===== config.mk =====
export PLATFORM = sky130hd
export DESIGN_NAME = mmio_decode
export DESIGN_NICKNAME = d
export VERILOG_FILES = /design/src/verilog/bus_pkg.sv /design/src/verilog/mmio_decode.sv
export SDC_FILE = /design/constraint.sdc
export NUM_CORES = 1
export LEC_CHECK = 0
export BUFFER_PORTS_ARGS = -buffer_cell sky130_fd_sc_hd__buf_4
export CORE_AREA = 2 2 88 90
export DETAILED_ROUTE_END_ITERATION = 8
export DIE_AREA = 0 0 90 92
export HOLD_SLACK_MARGIN = 0.1
export PLACE_DENSITY = 0.79
export SYNTH_ARGS = -nofsm -noshare
export SYNTH_HDL_FRONTEND = slang
export SYNTH_SLANG_ARGS = --single-unit
export TNS_END_PERCENT = 5

===== constraint.sdc =====
create_clock -name clk -period 1.3 [get_ports clk]
set_input_delay 0.13 -clock clk [delete_from_list [all_inputs] [get_ports clk]]
set_output_delay 0.13 -clock clk [all_outputs]
set_load 0.02 [all_outputs]

===== src/verilog/bus_pkg.sv =====
package bus_pkg;

    localparam int ADDR_W = 12;
    localparam int DATA_W = 32;

    typedef logic [DATA_W-1:0] word_t;
    typedef logic [ADDR_W-1:0] addr_t; // Word address, not byte address.

    // One bus request. rw high means write.
    typedef struct packed {
        logic  valid;
        logic  rw;
        addr_t addr;
        word_t data;
    } bus_req_t;

    typedef struct packed {
        logic  valid;
        word_t data;
    } bus_rsp_t;

    // Credits the requester owns when it leaves reset.
    localparam int BUS_CREDITS = 2;

    localparam int RAM_WORDS = 256;
    localparam int RAM_AW    = $clog2(RAM_WORDS);

    localparam addr_t SEG7_ADDR  = 12'h100;
    localparam addr_t VIDEO_ADDR = 12'h200;
    localparam int    VIDEO_AW   = 2; // Four word slots, the last one unused.

    typedef enum logic [1:0] {
        T_RAM,
        T_SEG7,
        T_VIDEO,
        T_NONE
    } target_t;

endpackage


===== src/verilog/mmio_decode.sv =====
module mmio_decode (
    input  logic              clk,
    input  logic              rst,
    input  bus_pkg::bus_req_t req,
    output bus_pkg::bus_rsp_t rsp,
    output logic              credit,
    output bus_pkg::bus_req_t stage,
    output logic              sel_ram,
    output logic              sel_seg7,
    output logic              sel_video,
    input  bus_pkg::word_t    ram_rd,
    input  bus_pkg::word_t    seg7_rd,
    input  bus_pkg::word_t    video_rd
);

    bus_pkg::bus_req_t stage_q;
    bus_pkg::target_t  tgt_q;
    bus_pkg::target_t  tgt_d2;
    logic              vld_d2;
    logic              rd_d2;

    function automatic bus_pkg::target_t decode(input bus_pkg::addr_t a);
        bus_pkg::target_t t;
        if (a[bus_pkg::ADDR_W-1:bus_pkg::RAM_AW] == '0) begin
            t = bus_pkg::T_RAM;
        end else if (a == bus_pkg::SEG7_ADDR) begin
            t = bus_pkg::T_SEG7;
        end else if (a[bus_pkg::ADDR_W-1:bus_pkg::VIDEO_AW] ==
                     bus_pkg::VIDEO_ADDR[bus_pkg::ADDR_W-1:bus_pkg::VIDEO_AW]) begin
            t = bus_pkg::T_VIDEO;
        end else begin
            t = bus_pkg::T_NONE; // Unmapped, answered with zero.
        end
        return t;
    endfunction

    // First stage: capture the request and its target.
    always_ff @(posedge clk) begin
        if (rst) begin
            stage_q.valid <= 1'b0;
        end else begin
            stage_q.valid <= req.valid;
        end
        stage_q.rw   <= req.rw;
        stage_q.addr <= req.addr;
        stage_q.data <= req.data;
        tgt_q        <= decode(req.addr);
    end

    assign stage     = stage_q;
    assign sel_ram   = stage_q.valid && (tgt_q == bus_pkg::T_RAM);
    assign sel_seg7  = stage_q.valid && (tgt_q == bus_pkg::T_SEG7);
    assign sel_video = stage_q.valid && (tgt_q == bus_pkg::T_VIDEO);

    // Second stage lines up with the registered target read data.
    always_ff @(posedge clk) begin
        if (rst) begin
            vld_d2 <= 1'b0;
        end else begin
            vld_d2 <= stage_q.valid;
        end
        tgt_d2 <= tgt_q;
        rd_d2  <= !stage_q.rw;
    end

    always_comb begin
        rsp.valid = vld_d2;
        rsp.data  = '0; // Writes and unmapped reads return zero.
        if (vld_d2 && rd_d2) begin
            case (tgt_d2)
                bus_pkg::T_RAM:   rsp.data = ram_rd;
                bus_pkg::T_SEG7:  rsp.data = seg7_rd;
                bus_pkg::T_VIDEO: rsp.data = video_rd;
                default:          rsp.data = '0;
            endcase
        end
    end

    assign credit = vld_d2; // Every response hands one credit back.

endmodule


==> results.cfg, run 1 <==
[sta]
rsz0062_at_grt = true
fin_setup_tns_ns = -8.93
slew_violations = 0
hold_violations = 0
finalWorstSetupSlack_ns = -0.352
skew_ns = 0.00575
period_minus_slack_ns = 1.65
worstMarginPinSlew_ns = 0.280
fmax_mhz = 605
max_slew_margin_pct = 81.2
setup_viol = 32
fin_crit_sh_pct = 127

[worst_setup_path]
arrival_ns = 1.52
crit_path_start = tgt_d2[0]
cp_cell_sequence = buf_12 > mux2i_1 > or2_2 > a21oi_2 > buf_4
critPathSlowestCell = dfxtp_4
cpPeakStageDelay_ns = 0.38
endpoint_kind = output port
path_class = flip-flop to output port
path_buf_inv = 2
r2r-start = stage[45]
crit_family = flip-flops
critPathRequiredTime_ns = 1.17
path_max_fanout = 15
startpoint_type = flip-flop

[global_routing]
groute.usage.overall_pct = 18.8
grt_max_degree = 33
grt_pass1_vias = 2604
antenna_found_initial = 0
grt_pass1_wl_mm = 12.5
overflow = 0

[yosys]
synthDistinctLibCells = 18
synthXorXnorAreaFrac_pct = 0
synth-compound-area-share_pct = 8.94
synth_area_leaders = dfxtp_1, mux2i_1, or2_0
postSynthAreaPerCell_um2 = 9.69
synth_warnings = 0
synth_seq_cells = 52
ys_top_cells_by_count = dfxtp_1, nand2_1, a21oi_1, mux2i_1, or2_0
synthMostInstantiatedCell = dfxtp_1
synth_fp_nets = 355
yosys-mux-area-fraction_pct = 15.7
async_flop_share_pct = 0
yosysSeqAreaShare_pct = 50.9
synth_top_cell_area_share_pct = 50.9
synth_top_family_by_area = simple AND/OR/NAND/NOR gates
yosys.area_share.simple_pct = 19.6
yosys.area.top_type = dfxtp_1
syn_inst = 211
synth_edf_count = 0
netlist_area_um2 = 2040
synthAdderAreaFrac_pct = 0
synth_top_flop_cell = dfxtp_1

[layout]
antennaDiodeCount = 0
fill_cells = 617
final_util_pct = 60.8
synthToLayoutAreaGrowth_pct = 121
final_layout_size_suffix_gt1_share_pct = 52.3
finalNetCount = 629

[outcome]
violations = negative setup slack
outcome = complete, but fails checks

[power]
swShare_pct = 23.5
fin_total_pwr_uw = 3630
p_int_uw = 2780
ir_drop_uv = 869
p_seq_share_pct = 46.9
p_switching_uw = 854
comb_power_share_pct = 22.4
power_density_nw_per_um2 = 803
clkPwrFrac_pct = 30.8
leakagePower_uw = 0.00228

[routing]
ant_nets = 0
via_count = 2588
firstDrtPassIters = 4
wirelength_mm = 8.38
drc = 0
vias_per_cell = 4.40
drt-wirelength-per-cell_um = 14.3
drt_iter0_drc = 59

[place]
place_ws_ns = -0.0900
hpwl_mm = 6.02
port_buffers = 226
gp_congestion = 0.755

[clocking]
cts_made_buffers = 5
clkLatencyLatePin_ns = 0.30
cts.sinks = 52
cts_buffer_depth = 2
ctsHtreeMaxLevel = 2
post_cts_buffers = 0
cts_tree = built
cts-root-buf = clkbuf_8
path_clk_slew_ns = 0.09

[floorplan]
fp.dieH_um = 92
fp-row-count = 32
start_util_pct = 27.5
dieArea_um2 = 8280
core-area_um2 = 7450
io_pins = 227
fp.dieW_um = 90

[worst_hold_path]
hp-class = input port to flip-flop
worstHoldStart = req[36]

[flow_run]
drv_cap = 0
through the flow:
| step | instances | area [um^2] | hold WS (ns) |
|---|---|---|---|
| 6_report | 588 | 4520 | 0.162 |
| 5_1_grt | 588 | 4520 | 0.176 |
| 4_1_cts | 587 | 4490 | 0.148 |
| 3_5_place_dp | 532 | 3880 | 0.236 |
| 3_3_place_gp | 532 | 3880 | 0.234 |
| 2_1_floorplan | 211 | 2050 | 0.158 |
state kept, by name (all words and copies together) (netlist names):
name	count
tgt_q	2
credit	1
rd_d2	1
tgt_d2	2
stage	46
kinds of logic after synthesis:
family                 after synthesis
AOI/OAI and AO/OA                   34
DFF                                 52
buffers and inverters               16
muxes                               32
and+or+nand+nor                     77
cell usage in the layout (no fill, tap or decap), types with 2 or more instances in the layout:
| cell | n |
|---|---|
| a21oi_1 | 28 |
| clkbuf_8 | 5 |
| or2_0 | 29 |
| dlygate4sd3_1 | 47 |
| buf_4 | 230 |
| nand3_1 | 2 |
| and3b_1 | 2 |
| nor2b_1 | 2 |
| dfxtp_4 | 2 |
| a21oi_2 | 4 |
| nand2_1 | 34 |
| buf_12 | 3 |
| a2111o_1 | 2 |
| mux2i_1 | 32 |
| dfxtp_1 | 50 |
path summary, 6_finish.rpt:
check             endpoint  depth (start not counted)  slack [ns]
hold / removal    tgt_q[0]                          4        0.16
setup reg to reg    credit                          1        0.69
setup / recovery   rsp[31]                          5       -0.35
hold reg to reg      rd_d2                          1        0.39
power groups by stage:
stage / clock network, uW / registers, uW / logic [uW]
detailed placement: 0 / 1740 / 683
global placement: 0 / 1740 / 672
CTS: 1140 / 1700 / 798
global route: 1220 / 1710 / 864
finish: 1120 / 1700 / 812
floorplan: 0 / 1830 / 105
metal layers:
metal / part of all wire, % / vias to the layer above / track usage, % / wire length [um]
li1: - / 1245 / - / -
met1: 34 / 1165 / 18.1 / 2840
met2: 54 / 160 / 36.5 / 4550
met3: 9.3 / 18 / 6.66 / 776
met4: 2.5 / 0 / 7.18 / 209
met5: 0 / - / 0 / 0
repair_timing:
action | in CTS | in global routing
cloned | 0 | 1
hold buffers | 47 | 0
endpoints found under the setup margin | 32 | 34
gates resized for setup | 7 | 5
endpoints found under the hold margin | 49 | 0
worst min-delay path, stage by stage:
cell,delay (ns)
buf_4,0.09
nor4_2,0.04
nand2_1,0.05
a2111o_1,0.12
area by class of cell:
class	instances	area, um^2	area share [%]
clock buffers	5	68.8	1.52
clock inverters	3	46.3	1.02
flip-flops and latches	52	1050	23.2
repair buffers	282	2300	50.8
inverters	1	3.75	0.0830
well taps	102	128	2.82
multi-input cells	143	932	20.6
(Power assumes the default switching activity.)
==> run 2: changes to the inputs <==
REMOVE_ABC_BUFFERS = 1   (was unset)
==> results.cfg, run 2 (synthesized netlist as in run 1, its figures left out) <==
[worst_setup_path]
rrSetupSlack_ns = 0.65
r2r-start = stage[45]
endpoint_kind = output port
reg2regPathDepth = 1
startpoint_type = flip-flop
path_max_fanout = 6
timing.rr.end = credit
path_class = flip-flop to output port
arrival_ns = 1.58
critPathRequiredTime_ns = 1.17

[layout]
largest_reg_flops = 46
seqCellArea_um2 = 1050
antennaDiodeCount = 0
synthToLayoutAreaGrowth_pct = 127
final_common_cell = buf_4
multi_input_area_um2 = 982
final_layout_size_suffix_gt1_share_pct = 55.0
stdcell_count = 591
fill_cells = 539
fin_area_um2 = 4640
finalNetCount = 633
final_cell_mix = buf_4, dfxtp_1, dlygate4sd3_1

[routing]
drt-wirelength-per-cell_um = 16.6
via_count = 2642
drc = 0
wirelength_mm = 9.84
firstDrtPassIters = 4
ant_nets = 0
vias_per_cell = 4.47
drt_iter0_drc = 125

[sta]
fin_crit_sh_pct = 131
period_minus_slack_ns = 1.71
whs_ns = 0.164
max_slew_margin_pct = 82.3
finalWorstSetupSlack_ns = -0.406
hold_violations = 0
skew_ns = 0.00656
slew_violations = 0
worstMarginPinSlew_ns = 0.263
fin_setup_tns_ns = -10.11
setup_viol = 32
fmax_mhz = 586
rsz0062_at_grt = true

[floorplan]
fp.dieW_um = 90
start_util_pct = 27.5
io_pins = 227
core-area_um2 = 7450
fp.dieH_um = 92
dieArea_um2 = 8280
fp-row-count = 32

[place]
gp_congestion = 0.777
place_area_um2 = 3870
dp_cells = 532
port_buffers = 226
hpwl_mm = 6.26
place_ws_ns = -0.0821

[clocking]
ctsHtreeMaxLevel = 2
cts.sinks = 52
path_clk_slew_ns = 0.09
cts_tree = built
cts-root-buf = clkbuf_8
clkLatencyLatePin_ns = 0.31
cts_buffer_depth = 2
cts_made_buffers = 5

[power]
power_density_nw_per_um2 = 739
leakagePower_uw = 0.00230
p_switching_uw = 851
comb_power_share_pct = 24.8
p_seq_share_pct = 49.9
clkPwrFrac_pct = 25.3
ir_drop_uv = 813
p_int_uw = 2580
swShare_pct = 24.8

[worst_hold_path]
whs_endpoint = tgt_q[0]
hp-class = input port to flip-flop
holdPathStages = 4
worstHoldStart = req[36]

[outcome]
outcome = complete, but fails checks
violations = negative setup slack

[global_routing]
grt_pass1_wl_mm = 14.5
groute.usage.overall_pct = 22.4
overflow = 0
grt_max_degree = 33
grt_pass1_vias = 2799
antenna_found_initial = 0

[flow_run]
drv_cap = 0
-- run 2: changes by cell type in the layout (fill, tap and decap cells not counted), sizes merged --
cell,before,now
inv,2,1
buf,234,239
bufinv,1,0
-- run 2: critical path, cell delays in order (launching register included) --
cell	delay [ns]
dfxtp_4	0.45
buf_6	0.15
mux2i_1	0.07
or2_0	0.25
a21oi_2	0.20
buf_6	0.15
-- run 2: worst max path at each step --
| stage | start | end | slack [ns] | depth (start not counted) |
|---|---|---|---|---|
| after global placement | tgt_d2[0] | rsp[17] | -0.02 | 5 |
| after detailed placement | tgt_d2[1] | rsp[23] | -0.08 | 5 |
| after CTS | tgt_d2[0] | rsp[17] | -0.35 | 5 |
| after floorplan | tgt_d2[0] | rsp[0] | -1.42 | 3 |
| final | tgt_d2[0] | rsp[20] | -0.41 | 5 |
| after global routing | tgt_d2[0] | rsp[20] | -0.50 | 5 |
-- run 2: cell type report --
class	instances	area share [%]
well taps	102	2.75
clock buffers	6	1.57
flip-flops and latches	52	22.6
repair buffers	286	51.7
clock inverters	1	0.108
multi-input cells	143	21.2
inverters	1	0.0810
-- run 2: repair_timing --
item | in CTS | in global routing
gates resized for setup | 14 | 24
buffers inserted | 2 | 0
endpoints found under the hold margin | 49 | 0
endpoints found under the setup margin | 32 | 34
pin swaps | 0 | 4
hold buffers | 47 | 0
gates cloned | 3 | 0
-- run 2: metal layers --
metal	global-route usage (%)	share of wire, %
met3	7.56	8.9
met5	0	0
met2	43.3	54
met4	6.79	1.7
met1	22.7	36
-- run 2: power by group through the flow --
stage                     Combinational (uW)  Sequential (uW)  Clock, uW
after global routing                     895             1720        936
final                                    851             1710        867
after CTS                                828             1700        849
after global placement                   678             1740          0
after detailed placement                 692             1740          0
after floorplan                         80.2             1850          0
-- run 2: metrics by stage --
step                util, %  total power (uW)
finish                 62.2              3430
detailed placement     52.0              2430
CTS                    61.2              3380
global placement       52.0              2420
floorplan                 -              1930
global route           62.2              3550
