<file path="src/verilog/bus_pkg.sv">
package bus_pkg;

    localparam int ADDR_W = 12;
    localparam int DATA_W = 32;

    typedef logic [DATA_W-1:0] word_t;
    typedef logic [ADDR_W-1:0] addr_t; // Word address, not byte address.

    // One bus request. rw high means write.
    typedef struct packed {
        logic  valid;
        logic  rw;
        addr_t addr;
        word_t data;
    } bus_req_t;

    typedef struct packed {
        logic  valid;
        word_t data;
    } bus_rsp_t;

    // Credits the requester owns when it leaves reset.
    localparam int BUS_CREDITS = 2;

    localparam int RAM_WORDS = 256;
    localparam int RAM_AW    = $clog2(RAM_WORDS);

    localparam addr_t SEG7_ADDR  = 12'h100;
    localparam addr_t VIDEO_ADDR = 12'h200;
    localparam int    VIDEO_AW   = 2; // Four word slots, the last one unused.

    typedef enum logic [1:0] {
        T_RAM,
        T_SEG7,
        T_VIDEO,
        T_NONE
    } target_t;

endpackage

</file>
<file path="src/verilog/periph_pkg.sv">
package periph_pkg;

    typedef logic [7:0]  byte_t;
    typedef logic [7:0]  seg_t;  // Active low, bit 7 is the decimal point.
    typedef logic [3:0]  an_t;   // Active low digit enables.
    typedef logic [15:0] disp_t;

    // Video register defaults.
    localparam byte_t VIDEO_CTL_DEFAULT = 8'b11000111;
    localparam byte_t CRX_DEFAULT       = 8'd1;
    localparam byte_t CRY_DEFAULT       = 8'd1;

    // Each digit stays lit for this many clocks before the scan moves on.
    localparam int SCAN_CYCLES = 4;
    localparam int SCAN_W      = $clog2(SCAN_CYCLES);
    localparam int DIGIT_W     = $clog2($bits(an_t));

endpackage

</file>
<file path="src/verilog/ctl_regs.sv">
module ctl_regs (
    input  logic                clk,
    input  logic                rst,
    input  bus_pkg::bus_req_t   stage,
    input  logic                sel,
    output bus_pkg::word_t      rd,
    output periph_pkg::byte_t   vga_ctl,
    output periph_pkg::byte_t   crx,
    output periph_pkg::byte_t   cry
);

    logic [bus_pkg::VIDEO_AW-1:0] idx;
    periph_pkg::byte_t            rd_byte;

    assign idx = stage.addr[bus_pkg::VIDEO_AW-1:0];

    // Index 0 is control, 1 is cursor x, 2 is cursor y.
    always_ff @(posedge clk) begin
        if (rst) begin
            vga_ctl <= periph_pkg::VIDEO_CTL_DEFAULT;
            crx     <= periph_pkg::CRX_DEFAULT;
            cry     <= periph_pkg::CRY_DEFAULT;
        end else if (sel && stage.rw) begin
            case (idx)
                2'd0:    vga_ctl <= stage.data[7:0];
                2'd1:    crx     <= stage.data[7:0];
                2'd2:    cry     <= stage.data[7:0];
                default: ;
            endcase
        end
    end

    always_comb begin
        case (idx)
            2'd0:    rd_byte = vga_ctl;
            2'd1:    rd_byte = crx;
            2'd2:    rd_byte = cry;
            default: rd_byte = '0; // Slot 3 is empty.
        endcase
    end

    always_ff @(posedge clk) begin
        rd <= {{($bits(bus_pkg::word_t) - $bits(periph_pkg::byte_t)){1'b0}}, rd_byte};
    end

endmodule

</file>
<file path="config.mk">
export PLATFORM = sky130hd
export DESIGN_NAME = ctl_regs
export DESIGN_NICKNAME = d
export VERILOG_FILES = /design/src/verilog/bus_pkg.sv /design/src/verilog/periph_pkg.sv /design/src/verilog/ctl_regs.sv
export SDC_FILE = /design/constraint.sdc
export NUM_CORES = 1
export LEC_CHECK = 0
export ABC_AREA = 1
export BUFFER_PORTS_ARGS = -buffer_cell sky130_fd_sc_hd__buf_2
export CELL_PAD_IN_SITES_DETAIL_PLACEMENT = 0
export CELL_PAD_IN_SITES_GLOBAL_PLACEMENT = 1
export CORE_ASPECT_RATIO = 1.4
export CORE_MARGIN = 4
export CORE_UTILIZATION = 27
export CTS_CLUSTER_DIAMETER = 150
export CTS_CLUSTER_SIZE = 16
export DETAILED_ROUTE_END_ITERATION = 8
export PLACE_DENSITY_LB_ADDON = 0.08
export SLEW_MARGIN = 40
export SYNTH_ARGS = -nofsm -noshare
export SYNTH_HDL_FRONTEND = slang
export SYNTH_SLANG_ARGS = --single-unit
</file>
<file path="constraint.sdc">
create_clock -name clk -period 0.9 [get_ports clk]
set_input_delay 0.135 -clock clk [delete_from_list [all_inputs] [get_ports clk]]
set_output_delay 0.135 -clock clk [all_outputs]
set_load 0.05 [all_outputs]
</file>
==> out/qor.csv, run 1 <==
stage,metric,value,unit
drt,first_pass_iters,4,
critical_path,crit_path_max_incr_delay,0.36,ns
die,rows,32,
clock_network,cts_sinks,32,
yosys,synth_area_per_cell,7.33,um^2
grt,grt_start_max_net_pins,17,
sta,setup_viol,15,
critical_path,crit_chain,buf_8,
final_layout,drive_gt1_share,45.5,%
die,start_util,27.6,%
die,fp.dieH,96.7,um
sta,hold_ws,0.105,ns
yosys,synth.top_cell.area_share,42.2,%
critical_path,critPathSlowestCell,dfxtp_2,
drt,ant_nets,0,
sta,rsz0062_at_grt,true,
die,io_pins,105,
clock_network,numCtsBuffers,5,
grt,grt_first_pass_wirelength,7110,um
critical_path,worst_setup_path_end_kind,output port,
drt,routed_wl,4140,um
yosys,yosysMostFrequentCell,nand2_1,
placed_design,gp_congestion,0.706,
critical_path,crit_required,0.76,ns
die,die_area,6900,um^2
grt,grt.total_usage,12.9,%
status,status,finished with violations,
clock_network,hold_buffers,0,
critical_path,critPathKind,reg -> out,
clock_network,clk_pin_slew,0.07,ns
final_layout,antenna_cells,0,
clock_network,root_buffer,clkbuf_8,
power,peakVddDrop,0.654,mV
die,core,5490,um^2
clock_network,clk_latency,0.28,ns
drt,vias,1476,
yosys,synthCells,207,
critical_path,cp_max_fo,2,
drt,viasPerCell,4.10,
grt,gr-total-overflow,0,
critical_path,start_kind,register,
drt,first_iter_violations,48,
placed_design,dp_hpwl,2970,um
yosys,synth_top_cell_by_area,dfxtp_1,
die,fp.dieW,71.3,um
status,violations,setup timing,
hold_path,min_path_type,in -> reg,
sta,fin_crit_sh,102,%
power,p_leak,1.19,nW
yosys,synth-edff-count,0,
power,power_density,1460,nW/um^2
critical_path,arrival,0.78,ns
final_layout,syn_to_final_growth,60.2,%
yosys,synth_commonest_cells,"52 x nand2_1, 37 x nand3_1, 35 x nor2_1",
critical_path,crit_buf_inv,1,
final_layout,final_net_count,341,
yosys,syn_area,1520,um^2
yosys,synth_seq_cells,32,
clock_network,tritoncts,yes,
grt,antenna_found_initial,0,
yosys,seq_area_frac_synth,42.2,%
sta,skew,0.00260,ns
job,maxCapViolations,0,
yosys,synth_area_leaders,"dfxtp_1 42%, nand2_1 13%, nand3_1 12%, buf_4 12%, nor2_1 8.7%",
drt,drc_errors,0,
sta,max_freq,1090,MHz
final_layout,final_util,44.3,%
yosys,synth_cell_types,14,
clock_network,cts_max_level,2,
sta,finalMaxSlewViolations,0,
yosys,synthArstFlopShare,0,%
sta,period_needed,0.918,ns
yosys,synth-main-ff-cell,dfxtp_1,
grt,grt_pass1_vias,1525,
sta,fin_ws,-0.0185,ns
critical_path,critical_path.top_delay_family,flip-flops,
placed_design,io_buffers,45,
sta,hold_viol_final,0,
yosys,yosysWarnings,0,
clock_network,cts_buffer_depth,2,
final_layout,fill_cells,567,
drt,routedWlPerCell,11.5,um
-- layout by cell type (no fill, tap or decap), types with 5 or more instances in the layout --
cell type  count
nand2_1       52
buf_2         13
buf_4         38
clkbuf_8       5
dfxtp_2       30
buf_6          6
conb_1        24
nand3_1       37
nor2_1        34
buf_8         26
inv_1          9
-- layout make-up --
class                      instances  area [um^2]  share of cell area (%)
sequential                        32          686                    28.2
timing repair buffer              86          868                    35.7
clock buffer                       6         72.6                    2.99
inverter                          11         41.3                    1.70
tap                               68         85.1                    3.50
clock inverter                     1         5.00                   0.206
multi-input combinational        156          672                    27.7
-- stage by stage --
stage	total power [mW]	worst slack (ns)	std cells	setup TNS, ns	area [um^2]
after global routing	3.75	-0.0532	360	-0.906	2430
after global placement	2.37	-0.0908	329	-1.48	1830
after floorplan	2.25	0.0240	230	0	1610
final	3.56	-0.0185	360	-0.127	2430
after CTS	3.62	-0.0345	359	-0.474	2420
after detailed placement	2.37	-0.100	329	-1.57	1830
-- state kept, by name (all words and copies together), names as in the netlist --
register / cells
rd: 8
crx: 8
cry: 8
vga_ctl: 8
-- routing by layer --
| metal | GRT usage (%) | wire length (um) | vias to the layer above | part of all wire (%) |
|---|---|---|---|---|
| met2 | 23.0 | 2150 | 46 | 52 |
| met4 | 4.34 | 59 | 0 | 1.4 |
| met3 | 2.81 | 238 | 4 | 5.8 |
| li1 | - | - | 767 | - |
| met5 | 0 | 0 | - | 0 |
| met1 | 14.8 | 1680 | 659 | 41 |
-- worst register-to-register path: cells and delay by family, from the launching register on --
kind                   cells  cell delay (ns)
DFF                        1             0.33
buffers and inverters      2             0.26
and+or+nand+nor            2             0.13
-- power by group --
group	total (mW)	internal, mW	leakage (nW)	switching, mW
clock	1.04	0.525	0.0410	0.516
combinational	0.986	0.333	0.881	0.654
sequential	1.53	1.49	0.269	0.0462
total	3.56	2.34	1.19	1.22
-- what timing repair did --
item                                    in CTS  in global routing
buffers inserted                            23                  1
endpoints found under the setup margin      32                 32
gates resized for setup                    121                  2
pin swaps                                    0                  0
-- final timing paths --
check                           cells after the start  startpoint  slack [ns]          to
worst max-delay path                                1      crx[4]       -0.02      crx[4]
worst max register to register                      4      cry[5]        0.08      cry[5]
worst min-delay path                                3    stage[0]        0.11      crx[0]
worst min register to register                      2  vga_ctl[0]        0.49  vga_ctl[0]
-- cell families (layout without fill, tap and decap cells) --
| logic type | count (synthesis) | count (layout) | synth area share, % |
|---|---|---|---|
| compound gates | 2 | 2 | 0.660 |
| other cells | 1 | 24 | 0.247 |
| buf+inv | 42 | 104 | 19.3 |
| flops | 32 | 32 | 42.2 |
| simple gates | 130 | 130 | 37.5 |
No activity file was read; power rests on OpenSTA's default activity.
==> run 2: changes to the inputs <==
CORE_UTILIZATION = 29   (was 27)
clock period = 1.15 ns   (was 0.9 ns; I/O delays follow)
==> run 2 against run 1 <==
Net effect: the run now ends clean; total power shrank 16%; clock power rose by 14%; register-to-register slack improved by 0.47 ns; die area is 6.2% lower; final cell count decreased by 10%; critical endpoint is now vga_ctl[4].
==> out/qor.csv, run 2 (same netlist as run 1, synthesis figures left out) <==
stage,metric,value,unit,change
die,fp.dieW,69.1,um,was 71.3 um
die,rows,30,,was 32
grt,gr-total-overflow,0,,unchanged
final_layout,syn_to_final_growth,23.8,%,was 60.2%
sta,hold_viol_final,0,,unchanged
final_layout,most-common-layout-cells,"52 x nand2_1, 43 x buf_2, 37 x nand3_1, 35 x nor2_1, 32 x dfxtp_1",,"was 52 x nand2_1, 38 x buf_4, 37 x nand3_1, 34 x nor2_1, 30 x dfxtp_2"
placed_design,gp_congestion,0.723,,was 0.706
clock_network,cts_buffer_depth,2,,unchanged
power,p_leak,0.955,nW,was 1.19 nW
critical_path,critPathSlowestCell,dfxtp_1,,was dfxtp_2
grt,grt_start_max_net_pins,25,,was 17
sta,period_needed,1.10,ns,
drt,met1_length,1650,um,was 1680 um
clock_network,hold_buffers,0,,unchanged
drt,vias,1346,,was 1476
grt,grt.total_usage,12.3,%,was 12.9%
grt,antenna_found_initial,0,,unchanged
sta,max_freq,911,MHz,
sta,skew,0.00366,ns,was 0.00260 ns
final_layout,final_net_count,307,,was 341
status,status,completed,,was finished with violations
final_layout,fill_cells,588,,was 567
final_layout,final_util,37.9,%,was 44.3%
final_layout,seq_area,641,um^2,was 686 um^2
die,start_util,30.6,%,was 27.6%
clock_network,root_buffer,clkbuf_8,,unchanged
critical_path,start_kind,register,,unchanged
critical_path,worst_setup_path_end_kind,output port,,unchanged
drt,viasPerCell,4.17,,was 4.10
clock_network,cts_sinks,32,,unchanged
sta,setup_viol,0,,was 15
clock_network,clk_latency,0.28,ns,about the same
final_layout,antenna_cells,0,,unchanged
final_layout,fin_cells,323,,was 360
drt,routed_wl,3890,um,was 4140 um
critical_path,critPathKind,reg -> out,,unchanged
clock_network,numCtsBuffers,5,,unchanged
critical_path,crit_buf_inv,1,,unchanged
placed_design,dp.cells,315,,was 329
critical_path,cp_max_fo,3,,was 2
critical_path,arrival,0.93,ns,was 0.78 ns
drt,wl_met2,1950,um,was 2150 um
drt,routedWlPerCell,12.0,um,was 11.5 um
sta,finalMaxSlewViolations,0,,unchanged
clock_network,cts_max_level,2,,unchanged
sta,hold_ws,0.142,ns,was 0.105 ns
drt,first_iter_violations,48,,unchanged
grt,grt_pass1_vias,1211,,was 1525
drt,ant_nets,0,,unchanged
critical_path,crit_path_max_incr_delay,0.37,ns,was 0.36 ns
placed_design,io_buffers,45,,unchanged
drt,dr.max_layer_used,met4,,unchanged
sta,rsz0062_at_grt,false,,was true
die,core,4950,um^2,was 5490 um^2
clock_network,postCtsSetupBuffers,0,,was 23
drt,first_pass_iters,4,,unchanged
power,peakVddDrop,0.523,mV,was 0.654 mV
final_layout,drive_gt1_share,26.3,%,was 45.5%
power,power,2.99,mW,was 3.56 mW
clock_network,clk_pin_slew,0.06,ns,was 0.07 ns
power,power_density,1590,nW/um^2,was 1460 nW/um^2
die,die_area,6470,um^2,was 6900 um^2
final_layout,final_common_cell,nand2_1,,unchanged
grt,grt_first_pass_wirelength,6240,um,was 7110 um
die,fp.dieH,93.6,um,was 96.7 um
sta,fin_crit_sh,95.5,%,
drt,dr_wl_met3,208,um,was 238 um
critical_path,crit_chain,buf_2,,was buf_8
critical_path,critical_path.top_delay_family,flip-flops,,unchanged
hold_path,min_path_type,in -> reg,,unchanged
sta,final.setup.tns,0,ns,was -0.127 ns
clock_network,tritoncts,yes,,unchanged
placed_design,dp_hpwl,2790,um,was 2970 um
job,maxCapViolations,0,,unchanged
die,io_pins,105,,unchanged
drt,drc_errors,0,,unchanged
final_layout,multi_input_area,669,um^2,was 672 um^2
critical_path,crit_required,0.98,ns,was 0.76 ns
run 2: area by class of cell:
type / count / share of cell area, %
Multi-Input combinational cell: 156 / 35.6
Clock inverter: 1 / 1.60
Clock buffer: 7 / 5.13
Timing Repair Buffer: 52 / 17.1
Inverter: 11 / 2.20
Tap cell: 64 / 4.26
Sequential cell: 32 / 34.1
run 2: final timing paths:
kind | startpoint | to | slack [ns] | cells after the start
hold / removal | stage[0] | cry[0] | 0.14 | 3
setup / recovery | vga_ctl[4] | vga_ctl[4] | 0.05 | 1
setup reg to reg | crx[2] | crx[2] | 0.55 | 2
hold reg to reg | cry[1] | rd[1] | 0.48 | 2
run 2: timing repair:
item	in CTS	in global routing
endpoints found under the setup margin	1	1
hold endpoints to repair	0	0
resized for setup	1	1
pin swaps	0	0
run 2: where the power goes:
| group | switching, mW | internal, mW |
|---|---|---|
| combinational | 0.494 | 0.126 |
| sequential | 0.0247 | 1.16 |
| clock | 0.422 | 0.764 |
run 2: per-layer routing:
layer  global-route usage (%)  vias to the layer above
met5                        0                        -
met4                     5.86                        0
met3                     2.69                        6
met2                     21.0                       44
met1                     14.6                      597
li1                         -                      699
run 2: through the flow:
| stage | instance area, um^2 | setup WS, ns |
|---|---|---|
| 2_1_floorplan | 1600 | 0.228 |
| 4_1_cts | 1880 | 0.0306 |
| 5_1_grt | 1880 | 0.00289 |
| 3_5_place_dp | 1750 | 0.133 |
| 6_report | 1880 | 0.0520 |
| 3_3_place_gp | 1750 | 0.131 |
==> run 3: changes to the inputs <==
RECOVER_POWER = 50   (was not set)
==> run 3 against run 2 <==
Net effect: register-to-register slack worse by 0.02 ns; via count increased by 0.74%; die area did not move; largest cell class unchanged; highest routed layer unchanged.
==> out/qor.csv, run 3 (same netlist as run 1, synthesis figures left out) <==
stage,metric,value,unit,change
power,p_clk_share,39.9,%,was 39.7%
sta,skew,0.00319,ns,was 0.00366 ns
final_layout,fill_cells,594,,was 588
final_layout,seq_area,641,um^2,unchanged
critical_path,start_kind,register,,unchanged
clock_network,cts_max_level,2,,unchanged
drt,vias,1356,,was 1346
drt,viasPerCell,4.20,,was 4.17
grt,grtUsageMet1,14.6,%,unchanged
critical_path,worst_setup_path_end_kind,output port,,unchanged
grt,grt_first_pass_wirelength,6240,um,unchanged
grt,grt-busiest-layer,met2,,unchanged
sta,setup_viol,0,,unchanged
sta,fin_crit_sh,95.5,%,about the same
clock_network,clk_pin_slew,0.06,ns,about the same
power,p_comb_share,20.4,%,was 20.8%
power,power_density,1610,nW/um^2,was 1590 nW/um^2
sta,rsz0062_at_grt,false,,unchanged
final_layout,final_common_cell,nand2_1,,unchanged
placed_design,io_buffers,45,,unchanged
sta,final.setup.tns,0,ns,unchanged
job,maxCapViolations,0,,unchanged
critical_path,critical_path.top_delay_family,flip-flops,,unchanged
status,status,completed,,unchanged
die,rows,30,,unchanged
power,switchingPower,0.934,mW,was 0.941 mW
grt,use_met3,2.69,%,unchanged
clock_network,cts_sinks,32,,unchanged
drt,first_iter_violations,38,,was 48
clock_network,cts_buffer_depth,2,,unchanged
grt,gr-total-overflow,0,,unchanged
final_layout,antenna_cells,0,,unchanged
power,p_leak,0.944,nW,was 0.955 nW
critical_path,crit_chain,buf_2,,unchanged
clock_network,hold_buffers,0,,unchanged
final_layout,syn_to_final_growth,21.5,%,was 23.8%
hold_path,min_path_type,in -> reg,,unchanged
power,p_sw_share,31.5,%,about the same
die,io_pins,105,,unchanged
grt,grt.total_usage,12.3,%,unchanged
drt,ant_nets,0,,unchanged
power,p_seq_share,39.7,%,was 39.5%
placed_design,gp_congestion,0.723,,unchanged
placed_design,dp_hpwl,2790,um,unchanged
critical_path,critPathKind,reg -> out,,unchanged
critical_path,crit_required,0.98,ns,about the same
sta,finalMaxSlewViolations,0,,unchanged
die,die_area,6470,um^2,unchanged
grt,use_met2,21.0,%,unchanged
die,fp.dieW,69.1,um,unchanged
grt,antenna_found_initial,0,,unchanged
power,power,2.97,mW,was 2.99 mW
final_layout,multi_input_area,657,um^2,was 669 um^2
clock_network,numCtsBuffers,5,,unchanged
power,p_int,2.04,mW,was 2.05 mW
clock_network,tritoncts,yes,,unchanged
final_layout,most-common-layout-cells,"52 x nand2_1, 43 x buf_2, 37 x nand3_1, 36 x nor2_1, 32 x dfxtp_1",,"was 52 x nand2_1, 43 x buf_2, 37 x nand3_1, 35 x nor2_1, 32 x dfxtp_1"
critical_path,crit_path_max_incr_delay,0.37,ns,about the same
sta,hold_ws,0.139,ns,was 0.142 ns
drt,first_pass_iters,4,,unchanged
clock_network,root_buffer,clkbuf_8,,unchanged
drt,routed_wl,3900,um,was 3890 um
final_layout,final_net_count,307,,unchanged
die,start_util,30.6,%,unchanged
clock_network,clk_latency,0.28,ns,about the same
final_layout,drive_gt1_share,24.7,%,was 26.3%
sta,hold_viol_final,0,,unchanged
power,peakVddDrop,0.522,mV,was 0.523 mV
sta,period_needed,1.10,ns,about the same
sta,max_freq,911,MHz,about the same
die,core,4950,um^2,unchanged
grt,grt_start_max_net_pins,25,,unchanged
critical_path,critPathSlowestCell,dfxtp_1,,unchanged
drt,drc_errors,0,,unchanged
critical_path,crit_buf_inv,1,,unchanged
drt,routedWlPerCell,12.1,um,was 12.0 um
critical_path,arrival,0.93,ns,about the same
die,fp.dieH,93.6,um,unchanged
critical_path,cp_max_fo,3,,unchanged
grt,grt_pass1_vias,1211,,unchanged
## run 3: cell types whose count changed in the layout (fill, tap and decap cells not counted)
| cell | previous run | this run |
|---|---|---|
| buf_12 | 3 | 2 |
| clkbuf_1 | 0 | 2 |
| nor2_4 | 4 | 2 |
| nor2_2 | 1 | 2 |
| inv_2 | 2 | 1 |
| inv_1 | 9 | 10 |
| nor2_1 | 35 | 36 |
| clkbuf_2 | 0 | 1 |
| buf_4 | 5 | 3 |
## run 3: metrics by stage
step / utilization [%] / std cells / worst slack (ns) / instance area, um^2
global placement: 35.3 / 315 / 0.131 / 1750
finish: 37.2 / 323 / 0.0519 / 1840
detailed placement: 35.3 / 315 / 0.133 / 1750
floorplan: - / 230 / 0.228 / 1600
CTS: 37.9 / 323 / 0.0306 / 1880
global route: 37.2 / 323 / 0.00289 / 1840
## run 3: area by class of cell
| cell class | count | share of cell area, % |
|---|---|---|
| Multi-Input combinational cell | 156 | 35.6 |
| Sequential cell | 32 | 34.8 |
| Timing Repair Buffer | 52 | 16.2 |
| Clock buffer | 7 | 5.23 |
| Tap cell | 64 | 4.34 |
| Inverter | 11 | 2.24 |
| Clock inverter | 1 | 1.63 |
## run 3: what timing repair did
action	4_1_cts	5_1_grt
buffers inserted	0	0
gates cloned	0	0
endpoints found under the setup margin	1	1
resized for setup	1	1
## run 3: routing by layer
metal  vias up  part of all wire (%)  wire length [um]
met4         0                   2.5                96
met3         8                   6.3               246
met5         -                     0                 0
met1       598                    41              1590
li1        698                     -                 -
met2        52                    50              1970
## run 3: power by group through the flow
stage / logic, mW / clock network, mW / registers, mW
final: 0.605 / 1.19 / 1.18
after global routing: 0.648 / 1.27 / 1.19
after CTS: 0.624 / 1.23 / 1.18
after detailed placement: 0.623 / 0 / 1.21
after global placement: 0.623 / 0 / 1.21
after floorplan: 0.390 / 0 / 1.37
## run 3: worst paths after layout
check	to	startpoint	slack [ns]	depth (start not counted)
max	vga_ctl[4]	vga_ctl[4]	0.05	1
min reg2reg	vga_ctl[7]	vga_ctl[7]	0.48	2
max reg2reg	crx[2]	crx[2]	0.53	2
min	cry[0]	stage[0]	0.14	3
