**src/verilog/bus_pkg.sv**
```systemverilog
package bus_pkg;

    localparam int ADDR_W = 12;
    localparam int DATA_W = 32;

    typedef logic [DATA_W-1:0] word_t;
    typedef logic [ADDR_W-1:0] addr_t; // Word address, not byte address.

    // One bus request. rw high means write.
    typedef struct packed {
        logic  valid;
        logic  rw;
        addr_t addr;
        word_t data;
    } bus_req_t;

    typedef struct packed {
        logic  valid;
        word_t data;
    } bus_rsp_t;

    // Credits the requester owns when it leaves reset.
    localparam int BUS_CREDITS = 2;

    localparam int RAM_WORDS = 256;
    localparam int RAM_AW    = $clog2(RAM_WORDS);

    localparam addr_t SEG7_ADDR  = 12'h100;
    localparam addr_t VIDEO_ADDR = 12'h200;
    localparam int    VIDEO_AW   = 2; // Four word slots, the last one unused.

    typedef enum logic [1:0] {
        T_RAM,
        T_SEG7,
        T_VIDEO,
        T_NONE
    } target_t;

endpackage

```
**src/verilog/periph_pkg.sv**
```systemverilog
package periph_pkg;

    typedef logic [7:0]  byte_t;
    typedef logic [7:0]  seg_t;  // Active low, bit 7 is the decimal point.
    typedef logic [3:0]  an_t;   // Active low digit enables.
    typedef logic [15:0] disp_t;

    // Video register defaults.
    localparam byte_t VIDEO_CTL_DEFAULT = 8'b11000111;
    localparam byte_t CRX_DEFAULT       = 8'd1;
    localparam byte_t CRY_DEFAULT       = 8'd1;

    // Each digit stays lit for this many clocks before the scan moves on.
    localparam int SCAN_CYCLES = 4;
    localparam int SCAN_W      = $clog2(SCAN_CYCLES);
    localparam int DIGIT_W     = $clog2($bits(an_t));

endpackage

```
**src/verilog/seg7_display.sv**
```systemverilog
module seg7_display (
    input  logic              clk,
    input  logic              rst,
    input  bus_pkg::bus_req_t stage,
    input  logic              sel,
    output bus_pkg::word_t    rd,
    output periph_pkg::seg_t  seg,
    output periph_pkg::an_t   an
);

    periph_pkg::disp_t                  value;
    logic [periph_pkg::SCAN_W-1:0]      scan_cnt;
    logic [periph_pkg::DIGIT_W-1:0]     digit;
    logic [3:0]                         nibble;

    // Segment patterns are active low, decimal point kept dark.
    function automatic periph_pkg::seg_t hex_to_seg(input logic [3:0] h);
        periph_pkg::seg_t s;
        case (h)
            4'h0: s = 8'hC0;
            4'h1: s = 8'hF9;
            4'h2: s = 8'hA4;
            4'h3: s = 8'hB0;
            4'h4: s = 8'h99;
            4'h5: s = 8'h92;
            4'h6: s = 8'h82;
            4'h7: s = 8'hF8;
            4'h8: s = 8'h80;
            4'h9: s = 8'h90;
            4'hA: s = 8'h88;
            4'hB: s = 8'h83;
            4'hC: s = 8'hC6;
            4'hD: s = 8'hA1;
            4'hE: s = 8'h86;
            default: s = 8'h8E;
        endcase
        return s;
    endfunction

    always_ff @(posedge clk) begin
        if (rst) begin
            value <= '0;
        end else if (sel && stage.rw) begin
            value <= stage.data[$bits(periph_pkg::disp_t)-1:0];
        end
    end

    always_ff @(posedge clk) begin
        rd <= {{($bits(bus_pkg::word_t) - $bits(periph_pkg::disp_t)){1'b0}}, value};
    end

    // Advance to the next digit once the current one has been lit long enough.
    always_ff @(posedge clk) begin
        if (rst) begin
            scan_cnt <= '0;
            digit    <= '0;
        end else if (scan_cnt == periph_pkg::SCAN_W'(periph_pkg::SCAN_CYCLES - 1)) begin
            scan_cnt <= '0;
            digit    <= digit + 1'b1;
        end else begin
            scan_cnt <= scan_cnt + 1'b1;
        end
    end

    assign nibble = value[digit*4 +: 4];

    always_ff @(posedge clk) begin
        if (rst) begin
            an  <= '1; // Nothing lit.
            seg <= '1;
        end else begin
            an  <= ~(periph_pkg::an_t'(1) << digit);
            seg <= hex_to_seg(nibble);
        end
    end

endmodule

```
**config.mk**
```make
export PLATFORM = sky130hd
export DESIGN_NAME = seg7_display
export DESIGN_NICKNAME = d
export VERILOG_FILES = /design/src/verilog/bus_pkg.sv /design/src/verilog/periph_pkg.sv /design/src/verilog/seg7_display.sv
export SDC_FILE = /design/constraint.sdc
export NUM_CORES = 1
export LEC_CHECK = 0
export ABC_AREA = 1
export BUFFER_PORTS_ARGS = -buffer_cell sky130_fd_sc_hd__buf_2
export CAP_MARGIN = 20
export CORE_MARGIN = 2
export CORE_UTILIZATION = 27
export CTS_CLUSTER_DIAMETER = 30
export DETAILED_ROUTE_END_ITERATION = 8
export PLACE_DENSITY = 0.61
export SLEW_MARGIN = 25
export SYNTH_ARGS = -nofsm -noshare
export SYNTH_HDL_FRONTEND = slang
export SYNTH_SLANG_ARGS = --single-unit
```
**constraint.sdc**
```tcl
create_clock -name clk -period 4.04 [get_ports clk]
set_input_delay 0.202 -clock clk [delete_from_list [all_inputs] [get_ports clk]]
set_output_delay 0.202 -clock clk [all_outputs]
set_load 0.005 [all_outputs]
```
==> impl_metrics.py, run 1 <==
metrics = {
    "global_routing": {
        "grt_max_degree": 28,
        "grt_busiest_layer": "met2",
        "antenna_found_initial": 0,
        "grtUsageMet3": 0.0326,
        "grtUsageMet1": 0.130,
        "grt_usage": 0.103,
        "met2_usage": 0.164,
        "grt_pass1_vias": 1329,
        "globalRouteOverflowTotal": 0,
        "grt_pass1_wl_um": 6140,
    },
    "synth": {
        "synthCells": 222,
        "yosysWarnings": 0,
        "synth_edf_count": 0,
        "syn-mean-instance-area_um2": 8.63,
        "ys.flop_type": "dfxtp_1",
        "ys_types": 22,
        "ys_ff_latch": 47,
        "yosysSeqAreaShare": 0.491,
        "synthArstFlopShare": 0,
        "mappedNetlistArea_um2": 1920,
    },
    "power_and_ir_drop": {
        "power_density_nw_per_um2": 433,
        "swShare": 0.278,
        "total_power_uw": 973,
        "pwr-share-clk": 0.304,
        "vdd_drop_max_mv": 0.145,
        "p_sw_uw": 270,
        "power.leakage_uw": 0.00107,
        "p_comb_frac": 0.161,
        "p_seq_frac": 0.534,
        "p_int_uw": 703,
    },
    "timing": {
        "finalHoldViolations": 0,
        "setup_violations": 0,
        "fmax_mhz": 482,
        "fin_crit_sh": 0.513,
        "fin_crit_ns": 2.07,
        "slew_viol_final": 0,
        "rsz0062_at_grt": "false",
        "setup_tns_ns": 0,
        "worstMarginPinSlew_ns": 0.733,
        "relSlewSlack": 0.511,
        "skew_ns": 0.00775,
        "finalWorstSetupSlack_ns": 1.97,
    },
    "clock_tree": {
        "cts_setup_buffers": 0,
        "cts_resized": 0,
        "cts_max_level": 2,
        "root_buffer": "clkbuf_8",
        "cts.sinks": 47,
        "cts_made_buffers": 5,
        "postCtsHoldBufs": 0,
        "cts_buffer_depth": 2,
        "clkTransAtPathRegs_ns": 0.09,
        "clk_latency_ns": 0.30,
        "cts_tree": "built",
    },
    "placed_design": {
        "gp_congestion": 0.702,
        "hpwl_um": 2820,
        "io_buffers": 46,
        "pre_cts_ws_ns": 1.98,
    },
    "floorplanning": {
        "die-width_um": 88.2,
        "ioPinCount": 93,
        "core_area_um2": 6830,
        "die-area_um2": 7780,
        "rows": 30,
        "die_h_um": 88.2,
        "initial_core_util": 0.280,
    },
    "route": {
        "route.detailed.drc": 0,
        "vias": 1453,
        "routed_via_density": 3.99,
        "drt-total-wl_um": 3860,
        "drt-pass1-iter-count": 4,
        "drt_first_iter_violations": 84,
        "wl_per_cell_um": 10.6,
        "ant_nets": 0,
    },
    "worst_setup_path": {
        "crit_type": "flip-flop to flip-flop",
        "cp_slowest_stage_delay_ns": 0.62,
        "crit_slowest_cell": "dfxtp_1",
        "ff2ff_setup_slack_ns": 1.97,
        "required_ns": 4.19,
        "crit_path_end_kind": "flip-flop",
        "cp_cell_sequence": "inv_4 > nand2_1 > nand3_1 > nand2_1 > inv_1 > ha_1 > inv_1 > nand3_1 > nand3_1 > nand3_1",
        "crit_path_frequent_cell": "nand3_1",
        "cp.arrival_ns": 2.23,
        "critPathMaxFanout": 12,
        "worst_setup_path_start_kind": "flip-flop",
    },
    "finish": {
        "antenna_cells": 0,
        "nets": 327,
        "final.fill_count": 761,
        "final_common_cell": "dfxtp_1",
        "final_cell_mix": "47 x dfxtp_1, 46 x buf_2, 38 x nand2_1",
        "syn_to_final_growth_pct": 17.2,
        "drive_above_1_share": 0.250,
    },
    "status": {
        "status": "completed",
    },
    "run": {
        "cap_violations": 0,
    },
    "worst_hold_path": {
        "hp-class": "input port to flip-flop",
    },
}
-- routing by layer --
layer / vias up / wire length, um
li1: 759 / -
met1: 635 / 1800
met2: 53 / 1730
met3: 6 / 267
met4: 0 / 72
met5: - / 0
-- kinds of logic after synthesis --
kind of cell               count (synthesis)  share of synthesized area
adders and majority gates                 11                     0.0718
DFF                                       47                      0.491
other                                      2                    0.00392
buffers and inverters                     35                      0.116
AOI/OAI and AO/OA                         20                     0.0523
and+or+nand+nor                          107                      0.265
-- per-stage QoR --
stage                     hold slack, ns   util  instance area, um2  instances
after CTS                          0.124  0.329                2250        364
after detailed placement           0.361  0.314                2150        356
after global routing               0.124  0.329                2250        364
final                              0.130  0.329                2250        364
after floorplan                    0.273      -                1970        237
after global placement             0.359  0.314                2150        356
-- critical path: cells and delay by family (launching register included) --
family / cells / cell delay, ns
fa+ha+maj: 1 / 0.27
buf+inv: 3 / 0.41
flops: 1 / 0.62
simple gates: 6 / 0.63
-- layout make-up --
cell class / count / area [um2] / area share
flip-flops and latches: 47 / 941 / 0.419
clock buffers: 6 / 82.6 / 0.0368
inverters: 12 / 47.5 / 0.0212
clock inverters: 2 / 16.3 / 0.00724
multi-input cells: 155 / 808 / 0.360
repair buffers: 46 / 230 / 0.103
well taps: 96 / 120 / 0.0535
-- synth_stat cells (2+ instances only) --
cell type | count | area share
nand2_4 | 4 | 0.024
nand3_1 | 22 | 0.057
nor2_1 | 36 | 0.071
nand2_1 | 38 | 0.074
nand3_2 | 2 | 0.010
a21oi_1 | 2 | 0.0052
ha_1 | 11 | 0.072
conb_1 | 2 | 0.0039
o21ai_0 | 18 | 0.047
inv_2 | 3 | 0.0059
nand3_4 | 2 | 0.018
clkbuf_1 | 3 | 0.0059
inv_1 | 8 | 0.016
dfxtp_1 | 47 | 0.49
buf_4 | 17 | 0.067
-- path summary, 6_finish.rpt --
| path | startpoint | to | depth (start not counted) |
|---|---|---|---|
| hold reg to reg | value[5]$_SDFFE_PP0P_ | rd[5]$_DFF_P_ | 0 |
| setup reg to reg | digit[0]$_SDFFE_PP0N_ | seg[0]$_SDFF_PP1_ | 10 |
| setup / recovery | digit[0]$_SDFFE_PP0N_ | seg[0]$_SDFF_PP1_ | 10 |
| hold / removal | rst | scan_cnt[1]$_SDFF_PP0_ | 2 |
-- flip-flops by register name, summed over array words and instances (netlist names) --
signal,cells
rd,16
value,16
seg,7
an,4
digit,2
scan_cnt,2
-- power groups by stage --
| stage | sequential, uW | combinational (uW) | clock [uW] |
|---|---|---|---|
| 2_1_floorplan | 530 | 117 | 0 |
| 3_3_place_gp | 531 | 154 | 0 |
| 3_5_place_dp | 532 | 157 | 0 |
| 4_1_cts | 521 | 158 | 307 |
| 5_1_grt | 526 | 181 | 325 |
| 6_report | 520 | 157 | 296 |
(Power assumes the default switching activity.)
==> inputs of run 2 (changes only) <==
--- a/config.mk
+++ b/config.mk
@@ -12,7 +12,7 @@
 export CORE_UTILIZATION = 27
 export CTS_CLUSTER_DIAMETER = 30
 export DETAILED_ROUTE_END_ITERATION = 8
-export PLACE_DENSITY = 0.61
+export PLACE_DENSITY = 0.62
 export SLEW_MARGIN = 25
 export SYNTH_ARGS = -nofsm -noshare
 export SYNTH_HDL_FRONTEND = slang
==> constraint.sdc (replaced) <==
create_clock -name clk -period 1.75 [get_ports clk]
set_input_delay 0.0875 -clock clk [delete_from_list [all_inputs] [get_ports clk]]
set_output_delay 0.0875 -clock clk [all_outputs]
set_load 0.005 [all_outputs]
==> impl_metrics.py, run 2 (same netlist as run 1, synthesis figures left out) <==
metrics = {
    "clock_tree": {
        "cts.sinks": 47,
        "clkTransAtPathRegs_ns": 0.09,
        "root_buffer": "clkbuf_8",
        "cts_max_level": 2,
        "cts_buffer_depth": 2,
        "cts_made_buffers": 5,
        "clk_latency_ns": 0.30,
        "cts_tree": "built",
    },
    "floorplanning": {
        "rows": 30,
        "ioPinCount": 93,
        "initial_core_util": 0.280,
        "die-area_um2": 7780,
        "die_h_um": 88.2,
        "die-width_um": 88.2,
        "core_area_um2": 6830,
    },
    "finish": {
        "fin_cells": 370,
        "fin_util": 0.335,
        "final_cell_mix": "46 x dfxtp_1, 46 x buf_2, 37 x nand2_1",
        "final.fill_count": 755,
        "regArea_um2": 942,
        "drive_above_1_share": 0.274,
        "syn_to_final_growth_pct": 19.4,
        "reg.largest.list": "rd: 16 flops, value: 16 flops, seg: 7 flops",
        "nets": 333,
        "antenna_cells": 0,
        "multi_input_area_um2": 811,
    },
    "worst_setup_path": {
        "cp.arrival_ns": 1.79,
        "critPathMaxFanout": 5,
        "crit_path_frequent_cell": "nand3_1",
        "required_ns": 1.95,
        "cp_num_buf_inv": 3,
        "critPathLaunch": "digit[0]$_SDFFE_PP0N_",
        "path_depth": 10,
        "cp_slowest_stage_delay_ns": 0.36,
        "cp_top_family": "simple AND/OR/NAND/NOR gates",
        "ff2ff_setup_slack_ns": 0.16,
        "crit_type": "flip-flop to flip-flop",
        "crit_path_end_kind": "flip-flop",
        "cp_cell_sequence": "buf_4 > nand2_1 > nand3_1 > nand2_1 > inv_1 > ha_1 > inv_1 > nand3_1 > nand3_1 > nand3_1",
        "crit_slowest_cell": "dfxtp_2",
        "r2r-end": "seg[0]$_SDFF_PP1_",
        "endpoint": "seg[0]$_SDFF_PP1_",
        "r2r_start": "digit[0]$_SDFFE_PP0N_",
        "rr_worst_depth": 10,
        "worst_setup_path_start_kind": "flip-flop",
    },
    "global_routing": {
        "antenna_found_initial": 0,
        "grt_max_degree": 20,
        "globalRouteOverflowTotal": 0,
        "grt_pass1_vias": 1383,
        "grt_pass1_wl_um": 6180,
        "grt_usage": 0.103,
    },
    "timing": {
        "relSlewSlack": 0.657,
        "rsz0062_at_grt": "false",
        "fmax_mhz": 628,
        "worstMarginPinSlew_ns": 0.514,
        "slew_viol_final": 0,
        "setup_tns_ns": 0,
        "finalHoldViolations": 0,
        "setup_violations": 0,
        "skew_ns": 0.00508,
        "fin_crit_ns": 1.59,
        "finalWorstSetupSlack_ns": 0.158,
        "fin_crit_sh": 0.910,
    },
    "power_and_ir_drop": {
        "p_sw_uw": 637,
        "p_comb_frac": 0.169,
        "power.leakage_uw": 0.00111,
        "vdd_drop_max_mv": 0.279,
        "pwr-share-clk": 0.295,
        "p_int_uw": 1600,
        "swShare": 0.285,
        "power_density_nw_per_um2": 978,
        "p_seq_frac": 0.535,
    },
    "route": {
        "drt-pass1-iter-count": 4,
        "ant_nets": 0,
        "routed_via_density": 3.97,
        "wl_per_cell_um": 10.2,
        "drt-total-wl_um": 3760,
        "vias": 1468,
        "drt_first_iter_violations": 68,
        "route.detailed.drc": 0,
    },
    "placed_design": {
        "pre_cts_ws_ns": 0.0874,
        "dp_cells": 362,
        "io_buffers": 46,
        "hpwl_um": 2850,
        "gp_congestion": 0.744,
    },
    "status": {
        "status": "completed",
    },
    "run": {
        "cap_violations": 0,
    },
    "worst_hold_path": {
        "hp-class": "input port to flip-flop",
    },
}
run 2: cell count changes in the layout (fill, tap and decap cells not counted):
cell        delta
buf_4          +6
clkinvlp_4     -1
nand2_2        +1
clkbuf_8       -1
dfxtp_1        -1
dfxtp_2        +1
nand2_1        -1
clkinv_2       +1
inv_6          +1
run 2: how the worst min path moves through the flow:
stage	start	slack (ns)	end	cells past startpoint
global route	rst	0.02	scan_cnt[0]$_SDFF_PP0_	2
global placement	rst	0.32	scan_cnt[0]$_SDFF_PP0_	2
detailed placement	rst	0.33	scan_cnt[0]$_SDFF_PP0_	2
floorplan	rst	0.16	scan_cnt[0]$_SDFF_PP0_	1
finish	rst	0.007	scan_cnt[0]$_SDFF_PP0_	2
CTS	rst	0.006	scan_cnt[0]$_SDFF_PP0_	2
run 2: layout make-up:
cell class / count / share of cell area
flip-flops and latches: 47 / 0.412
multi-input cells: 155 / 0.354
repair buffers: 52 / 0.120
well taps: 96 / 0.0525
clock buffers: 5 / 0.0301
inverters: 12 / 0.0208
clock inverters: 3 / 0.00985
run 2: routing by layer:
| layer | vias up | routed length (um) | global-route usage |
|---|---|---|---|
| li1 | 770 | - | - |
| met2 | 44 | 1720 | 0.173 |
| met1 | 648 | 1670 | 0.121 |
| met3 | 6 | 283 | 0.0345 |
| met4 | 0 | 78 | 0.0413 |
| met5 | - | 0 | 0 |
run 2: power by group through the flow:
stage,logic [uW],clock network (uW),registers [uW]
floorplan,270,0,1220
global placement,371,0,1220
detailed placement,379,0,1220
CTS,380,677,1200
global route,440,712,1210
finish,379,661,1200
run 2: repair_timing:
item	CTS	global route
endpoints found under the hold margin	0	0
setup endpoints to repair	0	5
hold buffers	0	0
buffers inserted	0	0
resized for setup	0	2
run 2: stage by stage:
| step | hold WS, ns | area, um2 | total power, uW |
|---|---|---|---|
| final | 0.00739 | 2290 | 2240 |
| after global routing | 0.0215 | 2290 | 2360 |
| after CTS | 0.00625 | 2280 | 2260 |
| after detailed placement | 0.326 | 2190 | 1600 |
| after global placement | 0.324 | 2190 | 1600 |
| after floorplan | 0.159 | 1970 | 1490 |
==> inputs of run 3 (changes only) <==
--- a/config.mk
+++ b/config.mk
@@ -6,13 +6,13 @@
 export NUM_CORES = 1
 export LEC_CHECK = 0
 export ABC_AREA = 1
+export ABC_CLOCK_PERIOD_IN_PS = 1580
 export BUFFER_PORTS_ARGS = -buffer_cell sky130_fd_sc_hd__buf_2
 export CAP_MARGIN = 20
-export CORE_MARGIN = 2
 export CORE_UTILIZATION = 27
 export CTS_CLUSTER_DIAMETER = 30
 export DETAILED_ROUTE_END_ITERATION = 8
-export PLACE_DENSITY = 0.62
+export PLACE_DENSITY = 0.61
 export SLEW_MARGIN = 25
 export SYNTH_ARGS = -nofsm -noshare
 export SYNTH_HDL_FRONTEND = slang
==> constraint.sdc (replaced) <==
create_clock -name clk -period 1.58 [get_ports clk]
set_input_delay 0.079 -clock clk [delete_from_list [all_inputs] [get_ports clk]]
set_output_delay 0.079 -clock clk [all_outputs]
set_load 0.005 [all_outputs]
==> impl_metrics.py, run 3 (same netlist as run 1, synthesis figures left out) <==
metrics = {
    "run": {
        "cap_violations": 0,
    },
    "route": {
        "ant_nets": 0,
        "vias": 1517,
        "drt-total-wl_um": 3820,
        "drt_first_iter_violations": 103,
        "wl_per_cell_um": 10.2,
        "routed_via_density": 4.07,
        "route.detailed.drc": 0,
        "drt-pass1-iter-count": 4,
    },
    "global_routing": {
        "grt_usage": 0.112,
        "grt_pass1_vias": 1534,
        "globalRouteOverflowTotal": 0,
        "grt_pass1_wl_um": 6530,
        "antenna_found_initial": 0,
        "grt_max_degree": 28,
    },
    "worst_hold_path": {
        "hp-class": "input port to flip-flop",
        "holdPathStages": 3,
    },
    "finish": {
        "reg.largest.list": "rd: 16 flops, value: 16 flops, seg: 7 flops",
        "antenna_cells": 0,
        "fin_cells": 373,
        "fin_area_um2": 2330,
        "nets": 336,
        "final_cell_mix": "46 x dfxtp_1, 46 x buf_2, 36 x nand2_1, 36 x nor2_1, 20 x nand3_1",
        "syn_to_final_growth_pct": 21.8,
        "drive_above_1_share": 0.292,
        "final.fill_count": 754,
    },
    "worst_setup_path": {
        "cp_cell_sequence": "inv_4 > nand2_1 > nand3_1 > nand2_4 > inv_1 > ha_2 > inv_2 > nand3_1 > nand3_1 > nand3_1",
        "worst_setup_path_start_kind": "flip-flop",
        "path_depth": 10,
        "endpoint": "seg[0]$_SDFF_PP1_",
        "crit_path_end_kind": "flip-flop",
        "r2r-end": "seg[0]$_SDFF_PP1_",
        "crit_type": "flip-flop to flip-flop",
        "rr_worst_depth": 10,
        "cp_slowest_stage_delay_ns": 0.39,
        "r2r_start": "digit[0]$_SDFFE_PP0N_",
        "crit_slowest_cell": "dfxtp_4",
        "cp_top_family": "simple AND/OR/NAND/NOR gates",
        "cp_num_buf_inv": 3,
        "critPathMaxFanout": 6,
        "cp.arrival_ns": 1.61,
        "required_ns": 1.77,
        "crit_path_frequent_cell": "nand3_1",
        "ff2ff_setup_slack_ns": 0.16,
        "critPathLaunch": "digit[0]$_SDFFE_PP0N_",
    },
    "placed_design": {
        "hpwl_um": 2780,
        "dp_cells": 362,
        "io_buffers": 46,
        "gp_congestion": 0.724,
        "placed_cell_area_um2": 2200,
    },
    "floorplanning": {
        "die-area_um2": 7440,
        "die_h_um": 86.2,
        "initial_core_util": 0.280,
        "rows": 30,
        "core_area_um2": 6830,
        "ioPinCount": 93,
        "die-width_um": 86.2,
    },
    "clock_tree": {
        "cts_made_buffers": 5,
        "cts_buffer_depth": 2,
        "clk_latency_ns": 0.31,
        "root_buffer": "clkbuf_8",
        "cts.sinks": 47,
        "cts_tree": "built",
        "cts_max_level": 2,
        "clkTransAtPathRegs_ns": 0.09,
    },
    "timing": {
        "fin_crit_ns": 1.42,
        "fmax_mhz": 703,
        "slew_viol_final": 0,
        "skew_ns": 0.00933,
        "worstMarginPinSlew_ns": 0.528,
        "fin_crit_sh": 0.900,
        "finalHoldViolations": 0,
        "rsz0062_at_grt": "false",
        "relSlewSlack": 0.648,
        "setup_violations": 0,
        "setup_tns_ns": 0,
    },
    "power_and_ir_drop": {
        "p_int_uw": 1790,
        "power.leakage_uw": 0.00112,
        "p_comb_frac": 0.176,
        "vdd_drop_max_mv": 0.312,
        "swShare": 0.285,
        "p_sw_uw": 712,
        "power_density_nw_per_um2": 1070,
        "total_power_uw": 2500,
        "pwr-share-clk": 0.293,
        "p_seq_frac": 0.531,
    },
    "status": {
        "status": "completed",
    },
}
## run 3: final cells by class
| class | count | area [um2] | area share |
|---|---|---|---|
| sequential | 47 | 945 | 0.405 |
| tap | 96 | 120 | 0.0515 |
| multi-input combinational | 155 | 831 | 0.356 |
| clock inverter | 2 | 16.3 | 0.00697 |
| timing repair buffer | 55 | 300 | 0.129 |
| clock buffer | 6 | 72.6 | 0.0311 |
| inverter | 12 | 47.5 | 0.0204 |
## run 3: timing repair
item / in CTS / in global routing
setup buffers: 0 / 2
endpoints found under the setup margin: 0 / 5
hold buffers: 1 / 0
hold endpoints to repair: 1 / 0
resized for setup: 0 / 6
## run 3: how the worst min path moves through the flow
stage / startpoint / to / slack [ns]
final: stage[0] / value[0]$_SDFFE_PP0P_ / 0.02
after global routing: stage[3] / value[3]$_SDFFE_PP0P_ / 0.03
after CTS: stage[2] / value[2]$_SDFFE_PP0P_ / 0.01
after detailed placement: rst / scan_cnt[0]$_SDFF_PP0_ / 0.32
after global placement: rst / scan_cnt[0]$_SDFF_PP0_ / 0.31
after floorplan: rst / scan_cnt[0]$_SDFF_PP0_ / 0.15
## run 3: worst reg2reg max path, delay by kind of cell, from the launching register on
family | cells | cell delay, ns
flip-flops | 1 | 0.39
AND/OR/NAND/NOR | 6 | 0.49
adder cells (fa/ha/maj) | 1 | 0.22
buffers and inverters | 3 | 0.20
## run 3: layer usage
metal  GRT usage  wire (um)
met5           0          0
met4      0.0682        110
met3      0.0314        273
met2       0.190       1730
met1       0.126       1710
## run 3: power by group through the flow
stage | clock network (uW) | registers [uW] | logic [uW]
finish | 731 | 1330 | 440
global route | 806 | 1340 | 507
CTS | 751 | 1330 | 423
detailed placement | 0 | 1360 | 420
global placement | 0 | 1360 | 411
floorplan | 0 | 1360 | 301
## run 3: stage by stage
step | utilization | worst slack [ns] | hold slack (ns)
finish | 0.341 | 0.157 | 0.0181
global route | 0.341 | 0.0136 | 0.0310
CTS | 0.336 | 0.0314 | 0.0133
detailed placement | 0.322 | 0.0458 | 0.318
global placement | 0.322 | 0.0619 | 0.311
floorplan | - | 0.0325 | 0.150
